`src/common/datapathPkg.sv`:
```
`default_nettype none

package datapathPkg;

   // Datapath geometry
   localparam int DATA_WIDTH = 64;
   localparam int REG_COUNT  = 32;
   localparam int ZERO_REG   = 31;
   localparam int DMEM_BYTES = 256;

   typedef logic [DATA_WIDTH-1:0]         word_t;
   typedef logic [$clog2(REG_COUNT)-1:0]  regIdx_t;
   typedef logic [$clog2(DMEM_BYTES)-1:0] dmemAddr_t;

   // ALU opcodes, same encoding the decoder drives
   typedef enum logic [2:0] {
      ALU_PASSB = 3'b000,
      ALU_ADD   = 3'b010,
      ALU_SUB   = 3'b011,
      ALU_AND   = 3'b100,
      ALU_OR    = 3'b101,
      ALU_XOR   = 3'b110
   } aluOp_t;

   // Operand source in decode; the high bit means "forwarded"
   typedef enum logic [1:0] {
      FWD_REG = 2'b00,
      FWD_MEM = 2'b10,
      FWD_EXE = 2'b11
   } fwdSel_t;

   // Raw instruction fields from the decoder
   typedef struct packed {
      regIdx_t     rd;
      regIdx_t     rm;
      regIdx_t     rn;
      logic [8:0]  daddr9;
      logic [11:0] imm12;
      logic [1:0]  shamt;
      logic [15:0] imm16;
   } instrFields_t;

   typedef struct packed {
      logic   reg2Loc;
      logic   aluSrc;
      logic   chooseImm;
      logic   chooseMovk;
      logic   chooseMovz;
      logic   memToReg;
      logic   regWrite;
      logic   memWrite;
      logic   memRead;
      logic   xferByte;
      aluOp_t aluOp;
   } ctrl_t;

   typedef struct packed {
      logic negative;
      logic overflow;
      logic carryOut;
   } aluFlags_t;

   // Decode to execute
   typedef struct packed {
      logic        valid;
      ctrl_t       ctrl;
      regIdx_t     rd;
      word_t       da;
      word_t       db;
      word_t       opB;
      logic [1:0]  shamt;
      logic [15:0] imm16;
   } idEx_t;

   // Execute to memory
   typedef struct packed {
      logic    valid;
      logic    memToReg;
      logic    regWrite;
      logic    memWrite;
      logic    memRead;
      logic    xferByte;
      regIdx_t rd;
      word_t   aluResult;
      word_t   storeData;
   } exMem_t;

   // Memory to writeback
   typedef struct packed {
      logic    valid;
      logic    regWrite;
      regIdx_t rd;
      word_t   wbData;
   } memWb_t;

endpackage

`default_nettype wire
```
`src/design/forwardingUnit.sv`:
```
`default_nettype none

module forwardingUnit (
   input  wire datapathPkg::regIdx_t srcA,
   input  wire datapathPkg::regIdx_t srcB,
   input  wire datapathPkg::regIdx_t exeDest,
   input  wire logic                exeWrite,
   input  wire datapathPkg::regIdx_t memDest,
   input  wire logic                memWrite,
   output datapathPkg::fwdSel_t     fwdA,
   output datapathPkg::fwdSel_t     fwdB
);

   import datapathPkg::*;

   // Youngest producer wins; register 31 is constant zero
   function automatic fwdSel_t pickSource(input regIdx_t src, input regIdx_t exeRd,
                                          input logic exeWr, input regIdx_t memRd,
                                          input logic memWr);
      fwdSel_t sel;
      sel = FWD_REG;
      if (src != regIdx_t'(ZERO_REG)) begin
         if (exeWr && exeRd == src) sel = FWD_EXE;
         else if (memWr && memRd == src) sel = FWD_MEM;
      end
      return sel;
   endfunction

   always_comb begin
      fwdA = pickSource(srcA, exeDest, exeWrite, memDest, memWrite);
      fwdB = pickSource(srcB, exeDest, exeWrite, memDest, memWrite);
      // An execute-stage bypass needs a live writer behind it
      assert ((fwdA != FWD_EXE && fwdB != FWD_EXE) || exeWrite)
         else $error("execute forward without a register write");
   end

endmodule

`default_nettype wire

```
`config.mk`:
```
export PLATFORM = sky130hd
export DESIGN_NAME = forwardingUnit
export DESIGN_NICKNAME = d
export VERILOG_FILES = /design/src/common/datapathPkg.sv /design/src/design/forwardingUnit.sv
export SDC_FILE = /design/constraint.sdc
export NUM_CORES = 1
export LEC_CHECK = 0
export BUFFER_PORTS_ARGS = -buffer_cell sky130_fd_sc_hd__buf_2
export CAP_MARGIN = 25
export CORE_AREA = 2 2 39 41
export DETAILED_ROUTE_END_ITERATION = 7
export DIE_AREA = 0 0 41 43
export PLACE_DENSITY = 0.61
export SETUP_SLACK_MARGIN = 0.05
export SLEW_MARGIN = 10
export SYNTH_ARGS = -nofsm -noshare
export SYNTH_HDL_FRONTEND = slang
export SYNTH_SLANG_ARGS = --single-unit
```
`constraint.sdc`:
```
create_clock -name vclk -period 0.8
set_input_delay 0.04 -clock vclk [all_inputs]
set_output_delay 0.04 -clock vclk [all_outputs]
set_load 0.005 [all_outputs]
```
==> Yosys cells after proc, flatten, opt, wreduce, memory -nomap -nowiden <==
Index checks and enable logic that the tools add are counted.
{ "op_classes": {"n_eq_ne": 6, "n_mux": 6, "reduce_logical": 4} }
{ "op_table": {"columns": ["cell", "n"], "rows": [
  ["$eq 5x5->1", 4],
  ["$mux 2", 6],
  ["$ne 5x5->1 const B", 2],
  ["$logic_and 1x1->1", 4]
]} }
{ "word_totals": {"register_bits": 0, "input_bits": 22, "out_inout_bits": 4} }

==> Depth between registers and ports, before layout <==
{ "logic_depth": {"ltp_word": 5, "mapped_depth": 4} }

==> Worst setup path after synthesis <==
Ideal clock, no wire load.
{ "synth_timing": {"path_kind": "input-to-output", "start": "in srcA[0]", "end": "out fwdA[1]", "arrival_time_ns": 0.647, "required_time_ns": 0.760, "slack_ns": 0.113, "path_stages": 3, "cell_sequence": "xor2_1 > nor4_2 > a31o_1"} }
{ "synth_via": {"elab_chain_len": 5, "word_cells_on_any_way": 8} }
{ "synth_lines": {"columns": ["item", "line_no", "source"], "rows": [
  ["start, declared", "forwardingUnit.sv:4", "input wire datapathPkg::regIdx_t srcA,"],
  ["$eq 5x5->1", "forwardingUnit.sv:24", "else if (memWr && memRd == src) sel = FWD_MEM;"],
  ["$logic_and 1x1->1", "forwardingUnit.sv:24", null],
  ["$mux 2", "forwardingUnit.sv:24", null],
  ["$mux 2", "forwardingUnit.sv:23", "if (exeWr && exeRd == src) sel = FWD_EXE;"],
  ["$mux 2 *", "forwardingUnit.sv:22", "if (src != regIdx_t'(ZERO_REG)) begin"],
  ["end, declared", "forwardingUnit.sv:10", "output datapathPkg::fwdSel_t fwdA,"]
]} }
Every way passes the cells marked *; elsewhere a longest branch is shown, timed or not.

==> Final worst setup path <==
{ "layout_timing": {"start": "in exeDest[3]", "end": "out fwdB[1]"} }
{ "layout_via": {"elab_chain_len": 4} }
{ "layout_lines": {"columns": ["item", "line_no", "source"], "rows": [
  ["start, declared", "forwardingUnit.sv:6", "input wire datapathPkg::regIdx_t exeDest,"],
  ["$eq 5x5->1", "forwardingUnit.sv:23", null],
  ["$logic_and 1x1->1", "forwardingUnit.sv:23", null],
  ["$mux 2", "forwardingUnit.sv:23", null],
  ["$mux 2", "forwardingUnit.sv:22", null],
  ["end, declared", "forwardingUnit.sv:11", "output datapathPkg::fwdSel_t fwdB"]
]} }
No other way between the ends.

==> results_dict.tcl <==
set metrics [dict create \
    start_kind "input pin" \
    ys_seq_area_share_pct 0 \
    drtIter0Drc 4 \
    rsz0062_at_grt "true" \
    vdd_drop_max_uv 195 \
    ioPinCount 26 \
    finalHoldViolCount 0 \
    min_from "memWrite" \
    grt_use_total_pct 10.2 \
    io_buffers 26 \
    clock_buffers 0 \
    finalCritPeriodShare_pct 110 \
    gp_congestion 0.754 \
    synth_compound_area_share_pct 6.36 \
    antenna_found_initial 0 \
    synthTopCellsByArea "xnor2_1 (51%), xor2_1 (13%), nand4_1 (9.1%)" \
    period_needed_ps 883 \
    grt_max_degree 4 \
    maxCapViolCount 0 \
    grt_pass1_wl_um 1330 \
    fin_util_pct 42.2 \
    dp_slack_ps -127 \
    setup_violations 3 \
    hold_depth 3 \
    p_leak_nw 0.257 \
    synth_top_area_share_pct 50.9 \
    drc 0 \
    synth.avg_cell_area_sq_um 7.65 \
    hold_end "fwdA[1]" \
    fmax_ghz 1.13 \
    grt_pass1_vias 347 \
    critPathKind "in -> out" \
    firstDrtPassIters 4 \
    die_y_um 43 \
    vias_per_cell 4.39 \
    endpoint_kind "primary output" \
    area.growth.synth_to_final_pct 112 \
    crit_required_ps 760 \
    antenna_left 0 \
    report.final.slew_viol_count 0 \
    seq_cell_count 0 \
    cts-hold-fix-buffers 0 \
    syn-num-nets 58 \
    fillers 143 \
    dieWidth_um 41 \
    synth-simple-area-share_pct 30.0 \
    synth_most_common_cell "xnor2_1" \
    hp-class "in -> out" \
    crit_path_start "exeDest[3]" \
    num_antenna_cells 0 \
    wl_um 823 \
    syn_area_sq_um 275 \
    wl_per_cell_um 10.3 \
    power.total_mw 0.300 \
    crit_fanout 2 \
    muxShareOfSynthArea_pct 0 \
    synth_top_family_by_area "XOR/XNOR gates" \
    seqCellArea_sq_um 0 \
    yosysUniqueCellTypes 8 \
    synthAdderAreaFrac_pct 0 \
    worstMarginPinSlew_ps 247 \
    status "complete, but fails checks" \
    via_count 351 \
    violations "negative setup slack" \
    powerDensity_nw_per_um2 514 \
    synthTopCellsByCount "xnor2_1 (16), nand4_1 (4), nor2_1 (4), xor2_1 (4)" \
    core_area_sq_um 1380 \
    synth_cells 36 \
    slew_headroom_pct 83.4 \
    synth-xor-area-share_pct 63.6 \
    cp.arrival_ps 840 \
    hold_ws_ps 390 \
    worst_slack_ps -82.6 \
    synth_warnings 0 \
    core.rowCount 14 \
    nets 88 \
    start_util_pct 19.9 \
    overflow 0 \
    drive_gt1_share_pct 60.9 \
    dieArea_sq_um 1760 \
    synth_largest_area_cell "xnor2_1" \
    postCtsSetupBuffers 0 \
]
==> report_power, final <==
part	switching [mW]	internal [mW]	total [mW]
combinational	0.117	0.183	0.300
clock	0	0	0
sequential	0	0	0
==> through the flow <==
step	area (sq um)	instances	setup TNS [ps]
after detailed placement	440	80	-340
after global routing	584	80	-542
after floorplan	275	36	0
final	584	80	-164
after CTS	554	80	-219
after global placement	440	80	-275
==> layout by cell type (no fill, tap or decap) <==
cell / instances
xnor2_2: 5
buf_8: 3
xor2_1: 3
nand2_1: 2
nand3_2: 1
nand4_1: 4
xnor2_4: 1
buf_2: 15
buf_6: 6
nand3_1: 1
a31o_1: 2
nor2_1: 3
buf_4: 4
nor2_2: 1
nor4_2: 2
xor2_2: 1
xnor2_1: 10
==> cell families after synthesis <==
kind of cell              count (synthesis)
and+or+nand+nor                          14
AOI/OAI and AO/OA                         2
xor gates and xnor gates                 20
==> worst max path at each step <==
stage	endpoint	cells after the start
finish	fwdB[1]	6
global placement	fwdB[1]	6
detailed placement	fwdB[1]	6
CTS	fwdA[1]	6
floorplan	fwdA[1]	3
global route	fwdB[1]	6
==> critical path: stages <==
cell     delay (ps)
buf_8           100
xnor2_2         140
nand4_1         130
nor4_2          190
a31o_1          130
buf_2           100
==> final cells by class <==
type | count | area [sq um] | share of cell area (%)
multi-input combinational | 36 | 347 | 59.3
timing repair buffer | 28 | 218 | 37.3
tap | 16 | 20.0 | 3.43
==> per-layer routing <==
| metal | up-vias | GRT usage, % | share of wire (%) |
|---|---|---|---|
| met5 | - | 0 | 0 |
| met4 | 0 | 0 | 0 |
| met2 | 15 | 18.8 | 54 |
| li1 | 185 | - | - |
| met1 | 151 | 13.4 | 37 |
| met3 | 0 | 0 | 9.1 |
==> timing repair <==
action | CTS | global route
resized for setup | 24 | 5
pin swaps | 1 | 1
endpoints found under the hold margin | 0 | 0
setup endpoints to repair | 4 | 4
Power figures use the tool's default switching activity.
