===== config.mk =====
export PLATFORM = sky130hd
export DESIGN_NAME = decodeStage
export DESIGN_NICKNAME = d
export VERILOG_FILES = /design/src/common/datapathPkg.sv /design/src/design/decodeStage.sv
export SDC_FILE = /design/constraint.sdc
export NUM_CORES = 1
export LEC_CHECK = 0
export BUFFER_PORTS_ARGS = -buffer_cell sky130_fd_sc_hd__buf_4
export CAP_MARGIN = 20
export CORE_AREA = 2 2 219 221
export DETAILED_ROUTE_END_ITERATION = 8
export DIE_AREA = 0 0 221 223
export GPL_ROUTABILITY_DRIVEN = 0
export PLACE_DENSITY = 0.5
export SLEW_MARGIN = 20
export SYNTH_ARGS = -nofsm -noshare
export SYNTH_HDL_FRONTEND = slang
export SYNTH_SLANG_ARGS = --single-unit

===== constraint.sdc =====
create_clock -name clk -period 2.75 [get_ports clk]
set_input_delay 0.4125 -clock clk [delete_from_list [all_inputs] [get_ports clk]]
set_output_delay 0.4125 -clock clk [all_outputs]
set_load 0.01 [all_outputs]

===== src/common/datapathPkg.sv =====
`default_nettype none

package datapathPkg;

   // Datapath geometry
   localparam int DATA_WIDTH = 64;
   localparam int REG_COUNT  = 32;
   localparam int ZERO_REG   = 31;
   localparam int DMEM_BYTES = 256;

   typedef logic [DATA_WIDTH-1:0]         word_t;
   typedef logic [$clog2(REG_COUNT)-1:0]  regIdx_t;
   typedef logic [$clog2(DMEM_BYTES)-1:0] dmemAddr_t;

   // ALU opcodes, same encoding the decoder drives
   typedef enum logic [2:0] {
      ALU_PASSB = 3'b000,
      ALU_ADD   = 3'b010,
      ALU_SUB   = 3'b011,
      ALU_AND   = 3'b100,
      ALU_OR    = 3'b101,
      ALU_XOR   = 3'b110
   } aluOp_t;

   // Operand source in decode; the high bit means "forwarded"
   typedef enum logic [1:0] {
      FWD_REG = 2'b00,
      FWD_MEM = 2'b10,
      FWD_EXE = 2'b11
   } fwdSel_t;

   // Raw instruction fields from the decoder
   typedef struct packed {
      regIdx_t     rd;
      regIdx_t     rm;
      regIdx_t     rn;
      logic [8:0]  daddr9;
      logic [11:0] imm12;
      logic [1:0]  shamt;
      logic [15:0] imm16;
   } instrFields_t;

   typedef struct packed {
      logic   reg2Loc;
      logic   aluSrc;
      logic   chooseImm;
      logic   chooseMovk;
      logic   chooseMovz;
      logic   memToReg;
      logic   regWrite;
      logic   memWrite;
      logic   memRead;
      logic   xferByte;
      aluOp_t aluOp;
   } ctrl_t;

   typedef struct packed {
      logic negative;
      logic overflow;
      logic carryOut;
   } aluFlags_t;

   // Decode to execute
   typedef struct packed {
      logic        valid;
      ctrl_t       ctrl;
      regIdx_t     rd;
      word_t       da;
      word_t       db;
      word_t       opB;
      logic [1:0]  shamt;
      logic [15:0] imm16;
   } idEx_t;

   // Execute to memory
   typedef struct packed {
      logic    valid;
      logic    memToReg;
      logic    regWrite;
      logic    memWrite;
      logic    memRead;
      logic    xferByte;
      regIdx_t rd;
      word_t   aluResult;
      word_t   storeData;
   } exMem_t;

   // Memory to writeback
   typedef struct packed {
      logic    valid;
      logic    regWrite;
      regIdx_t rd;
      word_t   wbData;
   } memWb_t;

endpackage

`default_nettype wire

===== src/design/decodeStage.sv =====
`default_nettype none

module decodeStage (
   input  wire logic                     clk,
   input  wire logic                     rstN,
   input  wire logic                     instrValid,
   input  wire datapathPkg::instrFields_t fields,
   input  wire datapathPkg::ctrl_t        ctrl,
   input  wire datapathPkg::word_t        regDataA,
   input  wire datapathPkg::word_t        regDataB,
   input  wire datapathPkg::word_t        exeResult,
   input  wire datapathPkg::word_t        memResult,
   input  wire datapathPkg::fwdSel_t      fwdA,
   input  wire datapathPkg::fwdSel_t      fwdB,
   output datapathPkg::regIdx_t           readRegB,
   output logic                          zeroFlag,
   output datapathPkg::idEx_t             idEx
);

   import datapathPkg::*;

   word_t fwdDataA;
   word_t fwdDataB;
   word_t daddrExt;
   word_t immExt;
   word_t candB;

   function automatic word_t pickFwd(input fwdSel_t sel, input word_t regVal,
                                     input word_t exeVal, input word_t memVal);
      word_t picked;
      unique case (sel)
         FWD_EXE: picked = exeVal;
         FWD_MEM: picked = memVal;
         default: picked = regVal;
      endcase
      return picked;
   endfunction

   // Stores and CBZ read Rd on the second port
   assign readRegB = ctrl.reg2Loc ? fields.rd : fields.rm;

   assign fwdDataA = pickFwd(fwdA, regDataA, exeResult, memResult);
   assign fwdDataB = pickFwd(fwdB, regDataB, exeResult, memResult);

   // Address offset is signed, arithmetic immediate is not
   assign daddrExt = {{(DATA_WIDTH-9){fields.daddr9[8]}}, fields.daddr9};
   assign immExt   = {{(DATA_WIDTH-12){1'b0}}, fields.imm12};

   assign candB = ctrl.chooseImm ? immExt : (ctrl.aluSrc ? daddrExt : fwdDataB);

   // Early zero test feeding the branch logic
   assign zeroFlag = (candB == '0);

   always_ff @(posedge clk or negedge rstN) begin
      if (!rstN) begin
         idEx <= '0;
      end else begin
         idEx.valid <= instrValid;
         idEx.ctrl  <= ctrl;
         idEx.rd    <= fields.rd;
         idEx.da    <= fwdDataA;
         idEx.db    <= fwdDataB;
         idEx.opB   <= candB;
         idEx.shamt <= fields.shamt;
         idEx.imm16 <= fields.imm16;
      end
   end

endmodule

`default_nettype wire


# Yosys cells after proc, flatten, opt, wreduce, memory -nomap -nowiden
# Cells that the tools add are included.
classes:
  n_reduce_logical: 1
  muxes: 5
  eq_ne: 4
op_table:
  columns: ["cell", "count"]
  rows:
  - ["one-hot mux 64 bit (2 select lines)", 2]
  - ["2-to-1 mux 64 bit", 2]
  - ["logical NOT 64 bit", 1]
  - ["equality test 2 bit (second input constant)", 4]
  - ["2-to-1 mux 5 bit", 1]
totals:
  elab_cells: 28
  out_inout_bits: 235
  reg_bits: 229
  input_bits: 330

# Longest topological paths before layout
# Gate-level depths: netlist of the first run.
logic_depth:
  ltp_word: 5
  depth_mapped: 9
  mapped_depth_nobuf: 6

# Worst setup path before layout of the first run
# No wires, ideal clock.
synth_timing:
  kind: "input port to output port"
  start: "input port fwdB[0]"
  end: "output port zeroFlag"
  path_buffers: 2
  path_slack_ns: 0.385
  arrival_time_ns: 1.952
  t_required_ns: 2.338
  cell_stages: 8
  cell_sequence: "buf_6 buf_2 mux2i_1 a21oi_1 nor4_1 nand4_1 o41ai_1 and4bb_1"
synth_between:
  elab_chain_cells: 5
  elab_cells_between_ends: 6
  classes_between: "2 x eq/ne; 3 x mux; 1 x reduce/logical"
synth_rtl:
  columns: ["item", "line_no", "rtl"]
  rows:
  - ["start: declaration", "decodeStage.sv:14", "input wire datapathPkg::fwdSel_t fwdB,"]
  - ["equality test 2 bit", "decodeStage.sv:31", "unique case (sel)"]
  - ["one-hot mux 64 bit (2 select lines) (*)", "decodeStage.sv:31", null]
  - ["named net fwdDataB[48]", "decodeStage.sv:23", "word_t fwdDataB;"]
  - ["2-to-1 mux 64 bit (*) (2 in series)", "decodeStage.sv:49", "assign candB = ctrl.chooseImm ? immExt : (ctrl.aluSrc ? daddrExt : fwdDataB);"]
  - ["logical NOT 64 bit (*)", "decodeStage.sv:52", "assign zeroFlag = (candB == '0);"]
  - ["end: declaration", "decodeStage.sv:16", "output logic zeroFlag,"]
# Mark *: on every way through the listed nets, which the timed path passes. The rest lies on a longest branch.

# Worst setup path after layout of the first run
# Same ends and word-level chain as after synthesis.

==> results of run 1 <==
## tightest hold or removal path, stage by stage
cell and delay, ns:
buf_4 0.08, nand2_1 0.05, nand2_1 0.05
## cell type report
cell class / instances / area share, %
clock inverter: 15 / 0.9457
timing repair buffer: 708 / 33.78
clock buffer: 39 / 4.935
inverter: 4 / 0.08866
sequential: 229 / 33.84
multi-input combinational: 568 / 21.87
tap: 615 / 4.544
## Yosys cell counts (all sizes together)
cell type,count,share of area [%]
inv,3,0.12
nand2b,1,0.067
nor4,13,0.88
nor3,4,0.22
o21ai,11,0.59
mux2i,131,14
clkinv,1,0.040
dfrtp,229,62
a21boi,1,0.081
and4bb,1,0.13
nor2b,1,0.067
nor2,235,9.5
nand4,3,0.20
o22ai,1,0.067
buf,25,1.5
o211ai,1,0.081
clkbuf,32,1.3
a21oi,132,7.1
o21a,1,0.081
o41ai,3,0.28
nand3,2,0.11
nand2,18,0.73
a21o,1,0.081
mux2,8,0.97
## through the flow
step / hold slack (ns) / worst slack (ns) / instance area [um2] / utilization [%] / power (W)
finish: 0.07120 / -0.3099 / 16940 / 35.92 / 0.009718
global route: 0.05521 / -0.4291 / 16940 / 35.92 / 0.01016
CTS: 0.04269 / -0.3552 / 16650 / 35.31 / 0.009831
detailed placement: 0.4228 / -0.8219 / 14950 / 31.71 / 0.005698
global placement: 0.4261 / -0.8209 / 14950 / 31.71 / 0.005689
floorplan: 0.1169 / 0.3851 / 9290 / - / 0.004382
## power breakdown
group	leakage [nW]	total, W	switching (W)	internal (W)
Combinational	5.08	0.00207	0.000995	0.00107
Clock	0.496	0.00394	0.00153	0.00241
Sequential	2.68	0.00371	0.0000819	0.00363
Total	8.26	0.00972	0.00261	0.00711
## cells in the final DEF (no fill, tap or decap), drive strengths merged, types with 2 or more instances in the layout
cell and count:
mux2 8, dlygate4sd3 36, clkbuf 39, nor3 4
o21ai 11, bufinv 3, nand3 2, mux2i 131
o41ai 3, a21oi 132, dfrtp 229, nand4 3
nand2 18, nor4 13, nor2 235, clkinv 11
buf 672, inv 4
## worst paths after layout
| kind | end | startpoint |
|---|---|---|
| min | idEx[27]$_DFF_PN0_ | fields[27] |
| max | zeroFlag | fwdB[0] |
| max in group asynchronous | idEx[48]$_DFF_PN0_ | rstN |
| min in group asynchronous | idEx[215]$_DFF_PN0_ | rstN |
## what timing repair did
item / in CTS / in global routing
endpoints found under the setup margin: 1 / 1
pin swaps: 18 / 18
gates resized for setup: 35 / 56
endpoints found under the hold margin: 91 / 0
cloned: 4 / 0
buffers inserted: 6 / 7
hold buffers: 36 / 0
## metal layers
| layer | up-vias | track usage [%] | share of wire [%] |
|---|---|---|---|
| met1 | 4348 | 19.96 | 40 |
| met2 | 340 | 29.35 | 50 |
| met4 | 0 | 4.525 | 2.5 |
| li1 | 4282 | - | - |
| met3 | 57 | 4.438 | 6.8 |
| met5 | - | 0 | 0 |
## logic make-up (layout without fill, tap and decap cells)
family	after synthesis	after routing	share of synthesized area, %
DFF	229	229	61.68
buffers and inverters	61	766	2.963
AOI/OAI and AO/OA	151	151	8.377
muxes	139	139	15.08
and+or+nand+nor	278	278	11.89
==> results.ini, run 1 <==
[status]
status=complete, but fails checks
violations=setup timing

[place]
numPortBuffers=559
post-dp-hpwl_um=32680
dp.cells=2074

[global_routing]
grt_overflow_total=0
grt_pass1_vias=9615
grt.total_usage_pct=16.65
antenna_found_initial=0
grt_pass1_wl_um=62000
grt_max_degree=65

[layout]
fin_nets=1871
n_fill_cell=4776
drive_above_1_share_pct=50.16
largest_register_ffs=229
regArea_mm2=0.005731
syn_to_final_growth_pct=82.29
reg_top3=idEx x229
multi_input_area_mm2=0.003704
diodes=0
largest-register=idEx
final_cell_count_no_fill=2178

[detailed_routing]
drcViolationCount=0
post_drt_wl_per_cell_um=19.70
detail-route-antenna-nets=0
vias=9027
routed_via_density=4.145
wirelength_um=42900
firstDrtPassIters=4
drt_iter0_markers=411

[power]
p_leak_nw=8.259
p_per_area_mw_per_mm2=573.8
ir_drop_mv=0.4078

[cts]
cts.sinks=229
clkSlewWorstSetupHoldPaths_ns=0.06
h-tree-depth=1
cts-buffers-inserted=30
cts-root-buf=clkbuf_16
cts_buffer_depth=3
cts_tree=done

[worst_hold_path]
min_path_cells=3
hp-class=in2reg

[floorplanning]
core_mm2=0.04715
die_width_um=221
num_rows=80
die_area_mm2=0.04928
start_util_pct=19.71
ios=565
die_h_um=223

[yosys]
synthCells=858
ys_warn_count=0
ys_ff_latch=229
avgSynthCellArea_um2=10.83
seq_area_frac_synth_pct=61.68
synth_nets=1188
synth_cell_type_count=28
syn_area_mm2=0.009290

[worst_setup_path]
cp.depth=13
slowest_stage=o41ai_2
crit_chain=buf_12 -> buf_4 -> buf_12 -> buf_6 -> mux2i_4 -> a21oi_2 -> nor3_4 -> buf_4 -> nand4_1 -> o41ai_2 -> buf_4 -> and4bb_1 -> buf_6
path_delay_family=buffers and inverters
crit_top_cell=buf_4
cp.required_ns=2.34
path_buf_inv=7
worst-setup-path-type=in2out
cp_slowest_stage_delay_ns=0.34
arrival_ns=2.65
end_kind=output port
cp-start-kind=input pin
crit_fanout=5

[sta]
clock.fmax_ghz=0.3268
maxSlewViolCount=0
fin_crit_ns=3.060
rsz0062_at_grt=true
slew_headroom_pct=49.87
final.setup.tns_ns=-0.3099
setup_viol=1
worstMarginPinSlew_ns=0.7519
hold_viol=0
post-route-period-util_pct=111.3
finalWorstSetupSlack_ns=-0.3099

[job]
drv_cap=0

No activity file was read; power rests on OpenSTA's default activity.
==> inputs of run 2 (changes only) <==
--- a/config.mk
+++ b/config.mk
@@ -12,6 +12,7 @@
 export DIE_AREA = 0 0 221 223
 export GPL_ROUTABILITY_DRIVEN = 0
 export PLACE_DENSITY = 0.5
+export RECOVER_POWER = 100
 export SLEW_MARGIN = 20
 export SYNTH_ARGS = -nofsm -noshare
 export SYNTH_HDL_FRONTEND = slang
==> results.ini, run 2 (same netlist as run 1, synthesis figures left out) <==
[power]
p_per_area_mw_per_mm2=575.2  ; was 573.8 mW/mm2
finalPower_w=0.009706  ; was 0.009718 W
p_leak_nw=8.230  ; was 8.259 nW
ir_drop_mv=0.4123  ; was 0.4078 mV

[job]
drv_cap=0  ; unchanged

[layout]
final_cell_count_no_fill=2178  ; unchanged
reg_top3=idEx x229  ; unchanged
n_fill_cell=4796  ; was 4776
largest_register_ffs=229  ; unchanged
syn_to_final_growth_pct=81.63  ; was 82.29%
fin_nets=1871  ; unchanged
largest-register=idEx  ; unchanged
drive_above_1_share_pct=49.46  ; was 50.16%
final_cell_mix=buf_4 (609), nor2_1 (235), dfrtp_1 (229), mux2i_1 (115), a21oi_1 (112)  ; was buf_4 (646), nor2_1 (235), dfrtp_1 (229), mux2i_1 (113), a21oi_1 (108)
final_common_cell=buf_4  ; unchanged
diodes=0  ; unchanged

[global_routing]
grt_overflow_total=0  ; unchanged
antenna_found_initial=0  ; unchanged
grt_max_degree=65  ; unchanged
grt_pass1_wl_um=62000  ; unchanged
grt.total_usage_pct=16.65  ; unchanged
grt_pass1_vias=9615  ; unchanged

[place]
dp_slack_ns=-0.8219  ; unchanged
numPortBuffers=559  ; unchanged
dp.cells=2074  ; unchanged
post-dp-hpwl_um=32680  ; unchanged

[detailed_routing]
wirelength_um=42860  ; was 42900 um
drt_iter0_markers=414  ; was 411
firstDrtPassIters=6  ; was 4
post_drt_wl_per_cell_um=19.68  ; was 19.70 um
drcViolationCount=0  ; unchanged
vias=9075  ; was 9027
routed_via_density=4.167  ; was 4.145
detail-route-antenna-nets=0  ; unchanged

[status]
violations=setup timing  ; unchanged
status=complete, but fails checks  ; unchanged

[worst_setup_path]
end_kind=output port  ; unchanged
endpoint=zeroFlag  ; unchanged
worst-setup-path-type=in2out  ; unchanged
cp_slowest_stage_delay_ns=0.36  ; was 0.34 ns
slowest_stage=and4bb_1  ; was o41ai_2
worstSetupStartpoint=fwdB[0]  ; unchanged
crit_chain=buf_12 -> buf_4 -> buf_12 -> buf_12 -> buf_4 -> mux2_1 -> mux2i_1 -> nor2_1 -> a21oi_1 -> o21ai_0 -> and4bb_1 -> buf_6  ; was buf_12 -> buf_4 -> buf_12 -> buf_6 -> mux2i_4 -> a21oi_2 -> nor3_4 -> buf_4 -> nand4_1 -> o41ai_2 -> buf_4 -> and4bb_1 -> buf_6
cp-start-kind=input pin  ; unchanged
arrival_ns=2.66  ; was 2.65 ns
crit_top_cell=buf_12  ; was buf_4
crit_fanout=7  ; was 5
cp.required_ns=2.34  ; about the same

[sta]
worstMarginPinSlew_ns=1.438  ; was 0.7519 ns
hold_slack_ns=0.07122  ; was 0.07120 ns
maxSlewViolCount=0  ; unchanged
clock.fmax_ghz=0.3255  ; was 0.3268 GHz
slew_headroom_pct=4.119  ; was 49.87%
finalWorstSetupSlack_ns=-0.3223  ; was -0.3099 ns
final.setup.tns_ns=-0.3223  ; was -0.3099 ns
setup_viol=1  ; unchanged
hold_viol=0  ; unchanged
post-route-period-util_pct=111.7  ; was 111.3%
rsz0062_at_grt=true  ; unchanged
fin_crit_ns=3.072  ; was 3.060 ns

[floorplanning]
die_area_mm2=0.04928  ; unchanged
core_mm2=0.04715  ; unchanged
ios=565  ; unchanged
start_util_pct=19.71  ; unchanged
die_width_um=221  ; unchanged
die_h_um=223  ; unchanged
num_rows=80  ; unchanged

[worst_hold_path]
hp-class=in2reg  ; unchanged
min_path_cells=3  ; unchanged

[cts]
h-tree-depth=1  ; unchanged
cts_buffer_depth=3  ; unchanged
cts.sinks=229  ; unchanged
cts-buffers-inserted=30  ; unchanged
clkSlewWorstSetupHoldPaths_ns=0.06  ; about the same
cts_tree=done  ; unchanged
cts-root-buf=clkbuf_16  ; unchanged

run 2: cell type report:
class                      instances  area (um2)  share of cell area, %
timing repair buffer             708        5689                  33.72
inverter                           4       15.01                0.08898
clock inverter                    15       160.2                 0.9491
clock buffer                      39       835.8                  4.953
tap                              615       769.5                  4.560
sequential                       229        5731                  33.96
multi-input combinational        568        3674                  21.77
run 2: timing repair:
| action | in CTS | in global routing |
|---|---|---|
| gates cloned | 4 | 0 |
| hold endpoints to repair | 91 | 0 |
| setup buffers | 6 | 7 |
| gates resized for setup | 35 | 56 |
| pin swaps | 18 | 18 |
| hold buffers | 36 | 0 |
| endpoints found under the setup margin | 1 | 1 |
run 2: metal layers:
| metal | track usage, % | wire length (um) |
|---|---|---|
| met1 | 19.96 | 17260 |
| met2 | 29.35 | 21580 |
| met3 | 4.438 | 3003 |
| met4 | 4.525 | 1011 |
| met5 | 0 | 0 |
run 2: power breakdown:
part	leakage, nW	switching, W	internal, W	total [W]
Sequential	2.68	0.0000823	0.00363	0.00371
Clock	0.496	0.00153	0.00241	0.00394
Combinational	5.05	0.000990	0.00106	0.00205
run 2: worst min-delay path by stage:
stage                     from             endpoint  slack [ns]
floorplan                 rstN    idEx[0]$_DFF_PN0_        0.12
global placement          rstN  idEx[215]$_DFF_PN0_        0.43
detailed placement        rstN  idEx[223]$_DFF_PN0_        0.42
CTS                 fields[27]   idEx[27]$_DFF_PN0_        0.04
global route        fields[27]   idEx[27]$_DFF_PN0_        0.06
finish              fields[27]   idEx[27]$_DFF_PN0_        0.07
run 2: stage by stage:
| step | util (%) | cell area, um2 |
|---|---|---|
| final | 35.79 | 16870 |
| after global routing | 35.79 | 16870 |
| after CTS | 35.31 | 16650 |
| after detailed placement | 31.71 | 14950 |
| after global placement | 31.71 | 14950 |
| after floorplan | - | 9290 |
run 2: worst max-delay path: cells and delay by family:
family	cells	cell delay (ns)
mux	2	0.63
buf+inv	6	0.82
compound gates	2	0.29
simple gates	2	0.50
==> inputs of run 3 (changes only) <==
--- a/config.mk
+++ b/config.mk
@@ -7,11 +7,11 @@
 export LEC_CHECK = 0
 export BUFFER_PORTS_ARGS = -buffer_cell sky130_fd_sc_hd__buf_4
 export CAP_MARGIN = 20
-export CORE_AREA = 2 2 219 221
+export CORE_AREA = 2 2 217 219
 export DETAILED_ROUTE_END_ITERATION = 8
-export DIE_AREA = 0 0 221 223
+export DIE_AREA = 0 0 219 221
 export GPL_ROUTABILITY_DRIVEN = 0
-export PLACE_DENSITY = 0.5
+export PLACE_DENSITY = 0.52
 export RECOVER_POWER = 100
 export SLEW_MARGIN = 20
 export SYNTH_ARGS = -nofsm -noshare
==> constraint.sdc (replaced) <==
create_clock -name clk -period 2.55 [get_ports clk]
set_input_delay 0.3825 -clock clk [delete_from_list [all_inputs] [get_ports clk]]
set_output_delay 0.3825 -clock clk [all_outputs]
set_load 0.01 [all_outputs]
==> results.ini, run 3 (same netlist as run 1, synthesis figures left out) <==
[global_routing]
use_met3_pct=3.670  ; was 4.438%
antenna_found_initial=0  ; unchanged
grt_util_met2_pct=30.43  ; was 29.35%
grt_pass1_wl_um=62580  ; was 62000 um
met1_usage_pct=21.41  ; was 19.96%
grt_max_degree=54  ; was 65
busiest_layer=met2  ; unchanged
grt.total_usage_pct=17.30  ; was 16.65%
grt_overflow_total=0  ; unchanged
grt_pass1_vias=9655  ; was 9615

[place]
post-dp-hpwl_um=33900  ; was 32680 um
numPortBuffers=559  ; unchanged
placed_area_mm2=0.01503  ; was 0.01495 mm2
dp_slack_ns=-1.009  ; was -0.8219 ns

[layout]
reg_top3=idEx x229  ; unchanged
postLayoutCellArea_mm2=0.01550  ; was 0.01687 mm2
final_cell_mix=buf_4 (348), clkbuf_1 (270), nor2_1 (233), dfrtp_1 (229), a21oi_1 (129)  ; was buf_4 (609), nor2_1 (235), dfrtp_1 (229), mux2i_1 (115), a21oi_1 (112)
syn_to_final_growth_pct=66.82  ; was 81.63%
largest-register=idEx  ; unchanged
largest_register_ffs=229  ; unchanged
drive_above_1_share_pct=31.01  ; was 49.46%
diodes=0  ; unchanged
fin_nets=1882  ; was 1871
final_common_cell=buf_4  ; unchanged

[cts]
cts-root-buf=clkbuf_16  ; unchanged
cts.sinks=229  ; unchanged
cts_tree=done  ; unchanged
cts_buffer_depth=3  ; unchanged
clkSlewWorstSetupHoldPaths_ns=0.06  ; about the same
cts-buffers-inserted=27  ; was 30
h-tree-depth=1  ; unchanged

[detailed_routing]
drcViolationCount=0  ; unchanged
vias=9106  ; was 9075
routed_via_density=4.189  ; was 4.167
detail-route-antenna-nets=0  ; unchanged
drt_iter0_markers=368  ; was 414
firstDrtPassIters=5  ; was 6
post_drt_wl_per_cell_um=20.07  ; was 19.68 um
wirelength_um=43630  ; was 42860 um

[power]
p_leak_nw=7.227  ; was 8.230 nW
ir_drop_mv=0.3833  ; was 0.4123 mV
p_per_area_mw_per_mm2=629.2  ; was 575.2 mW/mm2

[floorplanning]
num_rows=79  ; was 80
core_mm2=0.04606  ; was 0.04715 mm2
die_area_mm2=0.04840  ; was 0.04928 mm2
ios=565  ; unchanged
die_width_um=219  ; was 221 um
die_h_um=221  ; was 223 um
start_util_pct=20.17  ; was 19.71%

[worst_setup_path]
crit_fanout=14  ; was 7
cp-start-kind=input pin  ; unchanged
worst-setup-path-type=in2out  ; unchanged
cp.required_ns=2.17  ; was 2.34 ns
arrival_ns=2.52  ; was 2.66 ns
slowest_stage=o41ai_2  ; was and4bb_1
end_kind=output port  ; unchanged
crit_top_cell=buf_4  ; was buf_12
cp_slowest_stage_delay_ns=0.33  ; was 0.36 ns
crit_chain=buf_12 -> buf_16 -> mux2i_1 -> a21oi_1 -> nor4_2 -> buf_4 -> nand4_1 -> o41ai_2 -> buf_4 -> and4bb_1 -> buf_4  ; was buf_12 -> buf_4 -> buf_12 -> buf_12 -> buf_4 -> mux2_1 -> mux2i_1 -> nor2_1 -> a21oi_1 -> o21ai_0 -> and4bb_1 -> buf_6

[sta]
finalWorstSetupSlack_ns=-0.3540  ; was -0.3223 ns
maxSlewViolCount=0  ; unchanged
hold_slack_ns=0.06150  ; was 0.07122 ns
setup_viol=1  ; unchanged
hold_viol=0  ; unchanged
clock.fmax_ghz=0.3444
worstMarginPinSlew_ns=1.450  ; was 1.438 ns
fin_crit_ns=2.904
rsz0062_at_grt=true  ; unchanged
slew_headroom_pct=3.306  ; was 4.119%
post-route-period-util_pct=113.9

[worst_hold_path]
hp-class=in2reg  ; unchanged
min_path_cells=3  ; unchanged

[status]
status=complete, but fails checks  ; unchanged
violations=setup timing  ; unchanged

[job]
drv_cap=0  ; unchanged

run 3: changes by cell type in the layout (fill, tap and decap cells not counted), sizes merged:
cell    delta
bufbuf     +1
buf      -272
bufinv     -1
clkinv    -10
clkbuf   +287
inv        -1
run 3: final cells by class:
type                            instances  area [um2]
Fill cell                            4933       30560
Sequential cell                       229        5731
Timing Repair Buffer                  722        4687
Multi-Input combinational cell        568        3430
Clock buffer                           41       808.3
Tap cell                              607       759.5
Clock inverter                          3       67.56
Inverter                                4       15.01
run 3: routing by layer:
layer / part of all wire [%] / wire length (um)
met2: 50 / 21600
met3: 6.7 / 2926
met5: 0 / 0
met1: 42 / 18170
met4: 2.1 / 934
run 3: report_power, final:
group | total, W | internal (W) | switching (W)
registers | 0.00400 | 0.00392 | 0.0000860
logic | 0.00188 | 0.000852 | 0.00103
clock network | 0.00386 | 0.00235 | 0.00151
run 3: worst paths after layout:
check,from,end
setup / recovery,fwdB[0],zeroFlag
hold / removal,fields[26],idEx[26]$_DFF_PN0_
max in group asynchronous,rstN,idEx[103]$_DFF_PN0_
min in group asynchronous,rstN,idEx[8]$_DFF_PN0_
run 3: worst max-delay path: cells and delay by family:
| family | cells | cell delay [ns] |
|---|---|---|
| AOI/OAI and AO/OA | 2 | 0.45 |
| muxes | 1 | 0.20 |
| buffers and inverters | 5 | 0.77 |
| and+or+nand+nor | 3 | 0.69 |
run 3: metrics by stage:
stage                     TNS [ns]  std cells  total power (W)  util, %
after global routing        -1.804       2174          0.01022    33.64
after floorplan                  0        858         0.004726        -
after detailed placement    -1.009       2080         0.006161    32.63
after CTS                  -0.4302       2174          0.01021    36.09
after global placement     -0.9344       2080         0.006155    32.63
final                      -0.3540       2174         0.009750    33.64
run 3: timing repair:
action / in CTS / in global routing
setup buffers: 12 / 0
hold endpoints to repair: 78 / 0
setup endpoints to repair: 1 / 1
hold buffers: 36 / 0
resized for setup: 38 / 1
gates cloned: 2 / 0
pin swaps: 15 / 0
